## config.mk

```make
export PLATFORM = sky130hd
export DESIGN_NAME = instDecoder_flat
export DESIGN_NICKNAME = d
export VERILOG_FILES = /design/src/source/rvPkg.sv /design/src/source/ctrlIf.sv /design/src/source/instDecoder.sv /design/src/flat_wrapper.sv
export SDC_FILE = /design/constraint.sdc
export NUM_CORES = 1
export LEC_CHECK = 0
export BUFFER_PORTS_ARGS = -buffer_cell sky130_fd_sc_hd__buf_2
export CORE_AREA = 2 2 97 99
export DETAILED_ROUTE_END_ITERATION = 10
export DIE_AREA = 0 0 99 101
export GPL_ROUTABILITY_DRIVEN = 0
export PLACE_DENSITY = 0.72
export SYNTH_ARGS = -nofsm -noshare
export SYNTH_HDL_FRONTEND = slang
export SYNTH_SLANG_ARGS = --single-unit
```

## constraint.sdc

```tcl
create_clock -name vclk -period 7.8
set_clock_uncertainty 0.2 [all_clocks]
set_input_delay 0.78 -clock vclk [all_inputs]
set_output_delay 0.78 -clock vclk [all_outputs]
set_load 0.03 [all_outputs]
```

## src/source/rvPkg.sv

```systemverilog
package rvPkg;

    parameter int XLEN = 64;

    // RV64 major opcodes, inst[6:0]
    typedef enum logic [6:0] {
        OpcOp      = 7'b0110011,
        OpcOpImm   = 7'b0010011,
        OpcOp32    = 7'b0111011,
        OpcOpImm32 = 7'b0011011,
        OpcLui     = 7'b0110111,
        OpcAuipc   = 7'b0010111,
        OpcLoad    = 7'b0000011,
        OpcStore   = 7'b0100011,
        OpcJal     = 7'b1101111,
        OpcJalr    = 7'b1100111,
        OpcBranch  = 7'b1100011,
        OpcSystem  = 7'b1110011
    } opcodeE;

    typedef enum logic [3:0] {
        AluAdd,
        AluSub,
        AluMul,
        AluXor,
        AluOr,
        AluAnd,
        AluSll,
        AluSrl,
        AluSlt,
        AluSltu,
        AluRem,
        AluDivu,
        AluRemu,
        AluPassB, // lui
        AluNone
    } aluOpE;

    typedef enum logic [1:0] {
        WbAlu,
        WbLoad,
        WbLink,
        WbWord // low 32 bits of alu result, sign extended
    } wbSelE;

endpackage

```

## src/source/ctrlIf.sv

```systemverilog
interface ctrlIf;
    rvPkg::aluOpE aluOp;
    logic         selA;      // 1: rs1, 0: pc
    logic         selB;      // 1: rs2, 0: imm
    logic         wordOp;
    logic         writeRd;
    logic [7:0]   memWmask;
    logic         memRead;
    logic         loadSext;
    logic [3:0]   loadBytes;
    rvPkg::wbSelE wbSel;
    logic         pcSel;     // 1: jalr base
    logic         takeJump;
    logic         isEbreak;

    modport dec (output aluOp, selA, selB, wordOp, writeRd, memWmask, memRead, loadSext,
                 loadBytes, wbSel, pcSel, takeJump, isEbreak);
    modport alu (input aluOp, selA, selB, wordOp);
    modport lsu (input memWmask, memRead, loadSext, loadBytes, wbSel, writeRd);
    modport pcu (input pcSel, takeJump, isEbreak);
endinterface

```

## src/source/instDecoder.sv

```systemverilog
module instDecoder (
    input  logic [31:0]            inst,
    input  logic [rvPkg::XLEN-1:0] imm,
    input  logic [rvPkg::XLEN-1:0] rs1Data,
    input  logic [rvPkg::XLEN-1:0] rs2Data,
    ctrlIf.dec                     ctrl
);

    rvPkg::opcodeE opcode;
    logic [2:0]    funct3;
    logic [6:0]    funct7;

    assign opcode = rvPkg::opcodeE'(inst[6:0]);
    assign funct3 = inst[14:12];
    assign funct7 = inst[31:25];

    always_comb begin
        ctrl.aluOp     = rvPkg::AluNone;
        ctrl.selA      = 1'b1;
        ctrl.selB      = 1'b1;
        ctrl.wordOp    = 1'b0;
        ctrl.writeRd   = 1'b0;
        ctrl.memWmask  = 8'h00;
        ctrl.memRead   = 1'b0;
        ctrl.loadSext  = 1'b0;
        ctrl.loadBytes = 4'd0;
        ctrl.wbSel     = rvPkg::WbAlu;
        ctrl.pcSel     = 1'b0;
        ctrl.takeJump  = 1'b0;
        ctrl.isEbreak  = 1'b0;
        case (opcode)
            rvPkg::OpcOp: begin
                case ({funct7, funct3})
                    {7'h00, 3'h0}: ctrl.aluOp = rvPkg::AluAdd;
                    {7'h20, 3'h0}: ctrl.aluOp = rvPkg::AluSub;
                    {7'h01, 3'h0}: ctrl.aluOp = rvPkg::AluMul;
                    {7'h00, 3'h4}: ctrl.aluOp = rvPkg::AluXor;
                    {7'h00, 3'h6}: ctrl.aluOp = rvPkg::AluOr;
                    {7'h00, 3'h7}: ctrl.aluOp = rvPkg::AluAnd;
                    {7'h00, 3'h1}: ctrl.aluOp = rvPkg::AluSll;
                    {7'h00, 3'h5}: ctrl.aluOp = rvPkg::AluSrl;
                    {7'h00, 3'h2}: ctrl.aluOp = rvPkg::AluSlt;
                    {7'h00, 3'h3}: ctrl.aluOp = rvPkg::AluSltu;
                    default:       ctrl.aluOp = rvPkg::AluNone;
                endcase
                ctrl.writeRd = ctrl.aluOp != rvPkg::AluNone;
            end
            rvPkg::OpcOpImm: begin
                ctrl.selB = 1'b0;
                case (funct3)
                    3'h0: ctrl.aluOp = rvPkg::AluAdd;
                    3'h4: ctrl.aluOp = rvPkg::AluXor;
                    3'h6: ctrl.aluOp = rvPkg::AluOr;
                    3'h7: ctrl.aluOp = rvPkg::AluAnd;
                    3'h2: ctrl.aluOp = rvPkg::AluSlt;
                    3'h3: ctrl.aluOp = rvPkg::AluSltu;
                    3'h1: ctrl.aluOp = (inst[31:26] == 6'd0) ? rvPkg::AluSll : rvPkg::AluNone;
                    default: ctrl.aluOp = (inst[31:26] == 6'd0) ? rvPkg::AluSrl : rvPkg::AluNone;
                endcase
                ctrl.writeRd = ctrl.aluOp != rvPkg::AluNone;
            end
            rvPkg::OpcOp32: begin
                ctrl.wordOp = 1'b1;
                ctrl.wbSel  = rvPkg::WbWord;
                case ({funct7, funct3})
                    {7'h00, 3'h0}: ctrl.aluOp = rvPkg::AluAdd;
                    {7'h20, 3'h0}: ctrl.aluOp = rvPkg::AluSub;
                    {7'h01, 3'h0}: ctrl.aluOp = rvPkg::AluMul;
                    {7'h01, 3'h6}: ctrl.aluOp = rvPkg::AluRem;
                    {7'h01, 3'h5}: ctrl.aluOp = rvPkg::AluDivu;
                    {7'h01, 3'h7}: ctrl.aluOp = rvPkg::AluRemu;
                    default:       ctrl.aluOp = rvPkg::AluNone;
                endcase
                ctrl.writeRd = ctrl.aluOp != rvPkg::AluNone;
            end
            rvPkg::OpcOpImm32: begin
                ctrl.selB    = 1'b0;
                ctrl.wordOp  = 1'b1;
                ctrl.wbSel   = rvPkg::WbWord;
                ctrl.aluOp   = (funct3 == 3'h0) ? rvPkg::AluAdd : rvPkg::AluNone; // addiw only
                ctrl.writeRd = funct3 == 3'h0;
            end
            rvPkg::OpcLui: begin
                ctrl.selB    = 1'b0;
                ctrl.aluOp   = rvPkg::AluPassB;
                ctrl.writeRd = 1'b1;
            end
            rvPkg::OpcAuipc: begin
                ctrl.selA    = 1'b0;
                ctrl.selB    = 1'b0;
                ctrl.aluOp   = rvPkg::AluAdd;
                ctrl.writeRd = 1'b1;
            end
            rvPkg::OpcLoad: begin
                ctrl.selB  = 1'b0;
                ctrl.wbSel = rvPkg::WbLoad;
                case (funct3)
                    3'h0: {ctrl.loadSext, ctrl.loadBytes} = {1'b1, 4'd1};
                    3'h1: {ctrl.loadSext, ctrl.loadBytes} = {1'b1, 4'd2};
                    3'h2: {ctrl.loadSext, ctrl.loadBytes} = {1'b1, 4'd4};
                    3'h3: {ctrl.loadSext, ctrl.loadBytes} = {1'b1, 4'd8};
                    3'h4: {ctrl.loadSext, ctrl.loadBytes} = {1'b0, 4'd1};
                    3'h5: {ctrl.loadSext, ctrl.loadBytes} = {1'b0, 4'd2};
                    default: {ctrl.loadSext, ctrl.loadBytes} = {1'b0, 4'd0};
                endcase
                ctrl.memRead = ctrl.loadBytes != 4'd0;
                ctrl.writeRd = ctrl.memRead;
                ctrl.aluOp   = ctrl.memRead ? rvPkg::AluAdd : rvPkg::AluNone;
            end
            rvPkg::OpcStore: begin
                ctrl.selB = 1'b0;
                case (funct3)
                    3'h0:    ctrl.memWmask = 8'h01;
                    3'h1:    ctrl.memWmask = 8'h03;
                    3'h2:    ctrl.memWmask = 8'h0f;
                    3'h3:    ctrl.memWmask = 8'hff;
                    default: ctrl.memWmask = 8'h00;
                endcase
                ctrl.aluOp = (ctrl.memWmask != 8'h00) ? rvPkg::AluAdd : rvPkg::AluNone;
            end
            rvPkg::OpcJal, rvPkg::OpcJalr: begin
                ctrl.pcSel    = opcode == rvPkg::OpcJalr;
                ctrl.takeJump = 1'b1;
                ctrl.writeRd  = 1'b1;
                ctrl.wbSel    = rvPkg::WbLink;
            end
            rvPkg::OpcBranch: begin
                case (funct3)
                    3'h0:    ctrl.takeJump = rs1Data == rs2Data;
                    3'h1:    ctrl.takeJump = rs1Data != rs2Data;
                    3'h4:    ctrl.takeJump = $signed(rs1Data) < $signed(rs2Data);
                    3'h5:    ctrl.takeJump = $signed(rs1Data) >= $signed(rs2Data);
                    3'h6:    ctrl.takeJump = rs1Data < rs2Data;
                    3'h7:    ctrl.takeJump = rs1Data >= rs2Data;
                    default: ctrl.takeJump = 1'b0;
                endcase
            end
            rvPkg::OpcSystem: begin
                // ebreak: imm 1 with rs1, funct3 and rd all zero
                ctrl.isEbreak = (imm == 64'd1) && (inst[19:7] == 13'd0);
            end
            default: ctrl.aluOp = rvPkg::AluNone;
        endcase
    end

endmodule

```

## src/flat_wrapper.sv

```systemverilog
// flat-port wrapper written by rule: the top's interface ports become plain ports
module instDecoder_flat 
  (inst, imm, rs1Data, rs2Data, ctrl_aluOp, ctrl_selA, ctrl_selB, ctrl_wordOp, ctrl_writeRd, ctrl_memWmask, ctrl_memRead, ctrl_loadSext, ctrl_loadBytes, ctrl_wbSel, ctrl_pcSel, ctrl_takeJump, ctrl_isEbreak);
  ctrlIf ctrl_i ();
  input  logic [31:0] inst;
  input  logic [rvPkg::XLEN-1:0] imm;
  input  logic [rvPkg::XLEN-1:0] rs1Data;
  input  logic [rvPkg::XLEN-1:0] rs2Data;
  output wire logic [$bits(ctrl_i.aluOp)-1:0] ctrl_aluOp;
  output wire logic [$bits(ctrl_i.selA)-1:0] ctrl_selA;
  output wire logic [$bits(ctrl_i.selB)-1:0] ctrl_selB;
  output wire logic [$bits(ctrl_i.wordOp)-1:0] ctrl_wordOp;
  output wire logic [$bits(ctrl_i.writeRd)-1:0] ctrl_writeRd;
  output wire logic [$bits(ctrl_i.memWmask)-1:0] ctrl_memWmask;
  output wire logic [$bits(ctrl_i.memRead)-1:0] ctrl_memRead;
  output wire logic [$bits(ctrl_i.loadSext)-1:0] ctrl_loadSext;
  output wire logic [$bits(ctrl_i.loadBytes)-1:0] ctrl_loadBytes;
  output wire logic [$bits(ctrl_i.wbSel)-1:0] ctrl_wbSel;
  output wire logic [$bits(ctrl_i.pcSel)-1:0] ctrl_pcSel;
  output wire logic [$bits(ctrl_i.takeJump)-1:0] ctrl_takeJump;
  output wire logic [$bits(ctrl_i.isEbreak)-1:0] ctrl_isEbreak;
  assign ctrl_aluOp = ctrl_i.aluOp;
  assign ctrl_selA = ctrl_i.selA;
  assign ctrl_selB = ctrl_i.selB;
  assign ctrl_wordOp = ctrl_i.wordOp;
  assign ctrl_writeRd = ctrl_i.writeRd;
  assign ctrl_memWmask = ctrl_i.memWmask;
  assign ctrl_memRead = ctrl_i.memRead;
  assign ctrl_loadSext = ctrl_i.loadSext;
  assign ctrl_loadBytes = ctrl_i.loadBytes;
  assign ctrl_wbSel = ctrl_i.wbSel;
  assign ctrl_pcSel = ctrl_i.pcSel;
  assign ctrl_takeJump = ctrl_i.takeJump;
  assign ctrl_isEbreak = ctrl_i.isEbreak;
  instDecoder u_core (.inst(inst), .imm(imm), .rs1Data(rs1Data), .rs2Data(rs2Data), .ctrl(ctrl_i));
endmodule
```

==> results by group, run 1 <==
Floorplanning
  – Io pins: 251
  – Die height: ~100 microns
  – Die footprint: around 0.01 sq mm
  – Initial Utilization: 0.289
  – Die X: approximately 100 microns
  – Core area: ~0.0090 sq mm
  – Std cell rows: 35

Finish
  – Share of cells above drive strength 1: 0.410
  – Synth-to-layout area growth: 49.3%
  – CLK BUF: 0
  – Fin util: 0.432
  – Fin nets: slightly above 900
  – Register area: 0 sq um
  – Post-route cell area: approximately 0.0039 sq mm
  – Seq_cells: 0

Route
  – Routed Antenna Nets: 0
  – TritonRoute pass-1 iters: 4
  – Via count: 3751
  – Post-route DRC: 0
  – 1st-iter DRT viols: between 100 and 150
  – Final wirelength: roughly 9.8 mm
  – Via density: between 5 and 6
  – Drt wl/cell: around 13 microns

Setup path
  – Startpoint type of the worst setup path: input pin
  – Critical path capture point type: primary output
  – Crit path largest cell delay: about 340 ps
  – Crit path max-delay cell type: ha_1
  – Worst Path Required: just under 7000 ps
  – Crit path max fanout: 5
  – WP data arrival: ~3200 ps
  – CP Class: in2out
  – Cell mode on critical path: buf_2
  – Crit path cell chain: buf_2 -> inv_1 -> ha_1 -> nand4_1 -> nor4_4 -> and3_1 -> nand3_1 -> o221a_1 -> nand3_2 -> mux2i_1 -> a21oi_1 -> o22a_1 -> buf_2

Power and ir drop
  – Worst VDD drop: ~20 uV
  – Net Sw Power: around 80 uW
  – Switching share of power: 0.501
  – Logic pwr share: 1.000
  – Leak: 0.00230 uW
  – P_int: approximately 81 uW
  – Clock power share: 0
  – Power Density: between 40 and 50 mW/mm^2
  – Sequential cell fraction of total power: 0
  – Tot Pwr: 163 uW

Placement
  – Buffers on Ports: between 200 and 250
  – Dpl hpwl: 8.99 mm
  – Cell Area, Placed: around 0.0039 sq mm

Synth
  – Mean Syn Cell Area: between 6 and 7 sq um
  – Mapped Area: 0.00259 sq mm
  – Synth Instances: 389
  – Distinct cells, synth: 52
  – Sequential cell area fraction in the yosys report: 0
  – Synth Warn #: 0
  – Syn Nets: slightly below 700

Global routing
  – Vias in the first global route: around 3.6k
  – Total GRT Usage: 0.182
  – Total gr overflow: 0
  – Global-route wire length before repair: around 15 mm
  – Largest net degree at the start of global routing: 27
  – Initial antenna violation count: 4

STA
  – Setup violators final: 0
  – RSZ-0062 raised after global routing: false
  – Peak Freq: ~240 MHz
  – Slew HR: 0.614
  – Hold Vio Cnt, Final: 0
  – Final period util: 0.537
  – TNS Setup: 0 ps
  – Final min period: approximately 4200 ps
  – Fin Hold WS: 1740 ps
  – Max-slew violation count: 0
  – Actual slew at the worst max-slew pin: 574 ps

Clock network
  – # resized after CTS: 0
  – Hold bufs inserted after CTS: 0
  – Number of setup buffers added after CTS: 0

Job
  – Max-cap viol count: 0

Hold path
  – Worst Hold Class: in2out

Outcome
  – Status: complete, no violations
## synthesized netlist by cell type (3+ instances only)
cell type,number,area (sq um)
nor3_1,19,95.1
nand4_1,15,93.8
a211oi_1,4,30.0
a21o_1,4,30.0
or3_1,4,25.0
o21a_1,4,30.0
o21ai_0,14,70.1
a21oi_1,36,180
nand3_1,16,80.1
nand2b_1,3,18.8
ha_1,64,801
inv_1,68,255
clkbuf_1,4,15.0
nand2_1,28,105
and3_1,5,31.3
buf_4,4,30.0
nor4_1,20,125
nor2b_1,4,25.0
nor2_1,21,78.8
## per-layer routing
layer	global-route usage	part of all wire	up-vias
met4	0.0632	0.032	0
met1	0.207	0.38	1638
met3	0.00902	0.074	24
li1	-	-	1895
met5	0	0	-
met2	0.357	0.51	194
## final timing paths
| kind | start | endpoint | slack, ps | cells past startpoint |
|---|---|---|---|---|
| max | rs2Data[63] | ctrl_takeJump | 3620 | 13 |
| min | inst[3] | ctrl_pcSel | 1740 | 3 |
## layout make-up
type                       instances  area [sq um]
inverter                          69           259
timing repair buffer             246          1230
antenna                            4          10.0
fill                             946          5100
tap                              111           139
multi-input combinational        307          2240
## cells in the final DEF (no fill, tap or decap), types with 3 or more instances in the layout
cell type / synthesis / routed
inv_1: 68 / 68
o21ai_0: 14 / 14
buf_2: 1 / 246
nor3_1: 19 / 19
and3_1: 5 / 5
a211oi_1: 4 / 4
a21o_1: 4 / 4
o21a_1: 4 / 4
nand2b_1: 3 / 3
nor2_1: 21 / 21
ha_1: 64 / 64
nor2b_1: 4 / 4
nor4_1: 20 / 20
diode_2: 0 / 4
nand2_1: 28 / 28
nand4_1: 15 / 15
a21oi_1: 36 / 36
nand3_1: 16 / 16
or3_1: 4 / 4
## worst max-delay path, delay by kind of cell
| kind | cells | cell delay, ps |
|---|---|---|
| AO/OA/AOI/OAI | 3 | 550 |
| adder cells (fa/ha/maj) | 1 | 340 |
| buffers and inverters | 3 | 270 |
| multiplexers | 1 | 260 |
| AND/OR/NAND/NOR | 5 | 980 |
## cell families (layout without fill, tap and decap cells)
group                      after synthesis  in the layout  share of synthesized area
AOI/OAI and AO/OA                       84             84                      0.202
xor gates and xnor gates                 3              3                     0.0101
adders and majority gates               65             65                      0.312
buffers and inverters                   82            315                      0.138
muxes                                    2              2                    0.00771
other                                    0              4                          0
and+or+nand+nor                        153            153                      0.330
## power by group through the flow
stage | sequential (uW) | combinational (uW) | clock [uW]
after floorplan | 0 | 86.4 | 0
after global placement | 0 | 157 | 0
after detailed placement | 0 | 163 | 0
after CTS | 0 | 164 | 0
after global routing | 0 | 186 | 0.0000687
final | 0 | 163 | 0.0000687
## stage by stage
stage               setup WS [ps]  std cells
floorplan                    3990        389
global placement             3660        733
detailed placement           3580        733
CTS                          3590        733
global route                 3440        737
finish                       3620        737
Note: power is estimated with default switching activity, not from simulation.
==> inputs of run 2 (changes only) <==
--- a/config.mk
+++ b/config.mk
@@ -6,11 +6,11 @@
 export NUM_CORES = 1
 export LEC_CHECK = 0
 export BUFFER_PORTS_ARGS = -buffer_cell sky130_fd_sc_hd__buf_2
-export CORE_AREA = 2 2 97 99
+export CORE_AREA = 2 2 98 100
 export DETAILED_ROUTE_END_ITERATION = 10
-export DIE_AREA = 0 0 99 101
+export DIE_AREA = 0 0 100 102
 export GPL_ROUTABILITY_DRIVEN = 0
-export PLACE_DENSITY = 0.72
+export PLACE_DENSITY = 0.73
 export SYNTH_ARGS = -nofsm -noshare
 export SYNTH_HDL_FRONTEND = slang
 export SYNTH_SLANG_ARGS = --single-unit
==> constraint.sdc (replaced) <==
create_clock -name vclk -period 3.7
set_clock_uncertainty 0.2 [all_clocks]
set_input_delay 0.37 -clock vclk [all_inputs]
set_output_delay 0.37 -clock vclk [all_outputs]
set_load 0.03 [all_outputs]
==> run 2 against run 1 <==
Effect of this change: first-iteration DRC count is 56% higher; worst setup slack worse by 3300 ps; die area is 2.0% higher; hold slack worse by 800 ps; non-clock buffer count stayed put; sequential share of layout area stayed put; combinational power is 110% higher; largest cell class unchanged.
==> results by group, run 2 (synthesis gave the netlist of run 1 again) <==
Route
  – 1st-iter DRT viols: between 150 and 200
  – Via density: between 5 and 6
  – Final wirelength: between 10 and 15 mm
  – Drt wl/cell: about 14 microns
  – TritonRoute pass-1 iters: 4
  – Routed Antenna Nets: 0
  – Post-route DRC: 0
  – Via count: around 3.7k

STA
  – Fin Hold WS: about 940 ps
  – RSZ-0062 raised after global routing: false
  – Final period util: 0.904
  – Hold Vio Cnt, Final: 0
  – Setup WS post-layout: ~350 ps
  – Slew HR: 0.599
  – Setup violators final: 0
  – TNS Setup: 0 ps
  – Actual slew at the worst max-slew pin: around 600 ps
  – Final min period: about 3300 ps
  – Peak Freq: 299 MHz
  – Max-slew violation count: 0

Global routing
  – Met2 GRT Util: 0.403
  – Total gr overflow: 0
  – Total GRT Usage: 0.189
  – Global-route met1 utilization: 0.201
  – Initial antenna violation count: 0
  – M3 GR Usage: 0.0205
  – Global-route wire length before repair: about 16 mm
  – Largest net degree at the start of global routing: 27
  – Gr busiest metal: met2
  – Vias in the first global route: approximately 3.7k

Floorplanning
  – Io pins: between 200 and 300
  – Std cell rows: 35
  – Die footprint: between 0.01 and 0.015 sq mm
  – Die height: 102 microns
  – Initial Utilization: 0.285
  – Die X: roughly 100 microns
  – Core area: 0.00911 sq mm

Outcome
  – Status: complete, no violations

Setup path
  – Origin of the worst setup path: rs2Data[63]
  – Worst Path Required: between 3000 and 4000 ps
  – CP Class: in2out
  – Startpoint type of the worst setup path: input pin
  – Critical path capture point type: primary output
  – Crit path largest cell delay: 340 ps
  – WP data arrival: between 2000 and 3000 ps
  – Crit path max fanout: 5
  – Crit path max-delay cell type: ha_1
  – CP endpoint: ctrl_takeJump
  – Crit path cell chain: buf_2 -> inv_1 -> ha_1 -> nand4_1 -> nor4_4 -> and3_1 -> nand3_1 -> o221a_1 -> nand3_2 -> mux2i_1 -> a21oi_1 -> o22a_1 -> buf_2
  – Cell mode on critical path: buf_2

Finish
  – Commonest non-fill, non-tap cell in the layout: buf_2
  – Footprint of the multi-input gates: approximately 0.0022 sq mm
  – Seq_cells: 0
  – CLK BUF: 0
  – Share of cells above drive strength 1: 0.410
  – Diodes inserted: 0
  – Register area: 0 sq um
  – Synth-to-layout area growth: 48.9%
  – Fin nets: 912
  – Commonest non-fill, non-tap cells in the layout: 246 x buf_2, 68 x inv_1, 64 x ha_1
  – Fillers: about 960

Placement
  – Pre-CTS WS: about 310 ps
  – Buffers on Ports: between 200 and 250
  – Dpl hpwl: roughly 9.3 mm

Job
  – Max-cap viol count: 0

Power and ir drop
  – Power Density: 89.5 mW/mm^2
  – Worst VDD drop: about 33 uV
  – Leak: between 0.002 and 0.0025 uW

Clock network
  – Hold bufs inserted after CTS: 0
  – # resized after CTS: 0
  – Number of setup buffers added after CTS: 0

Hold path
  – Worst Hold Class: in2out
## run 2: worst max-delay path: cells and delay by family
family / cells / cell delay (ps)
fa+ha+maj: 1 / 340
mux: 1 / 230
compound gates: 3 / 580
simple gates: 5 / 950
buf+inv: 3 / 300
## run 2: report_power, final
part	total [uW]	internal [uW]	switching, uW
registers	0	0	0
clock network	0	0	0
logic	346	172	174
## run 2: metrics by stage
step | cell area, sq um | total power (uW) | util | std cells
global route | 3860 | 396 | 0.424 | 733
global placement | 3860 | 333 | 0.424 | 733
finish | 3860 | 346 | 0.424 | 733
detailed placement | 3860 | 346 | 0.424 | 733
CTS | 3860 | 348 | 0.424 | 733
floorplan | 2590 | 182 | - | 389
## run 2: layout make-up
type	instances	share of cell area
Timing Repair Buffer	246	0.319
Tap cell	111	0.0359
Inverter	69	0.0670
Multi-Input combinational cell	307	0.579
## run 2: per-layer routing
| layer | up-vias | share of wire |
|---|---|---|
| li1 | 1889 | - |
| met1 | 1613 | 0.37 |
| met2 | 193 | 0.54 |
| met3 | 12 | 0.078 |
| met5 | - | 0 |
| met4 | 0 | 0.011 |
## run 2: worst min-delay path by stage
stage / startpoint / to / slack, ps / cells past startpoint
6_report: inst[3] / ctrl_pcSel / 940 / 3
5_1_grt: inst[3] / ctrl_pcSel / 970 / 3
4_1_cts: inst[3] / ctrl_pcSel / 940 / 3
3_5_place_dp: inst[3] / ctrl_pcSel / 940 / 3
3_3_place_gp: inst[3] / ctrl_pcSel / 930 / 3
2_1_floorplan: inst[4] / ctrl_pcSel / 660 / 1
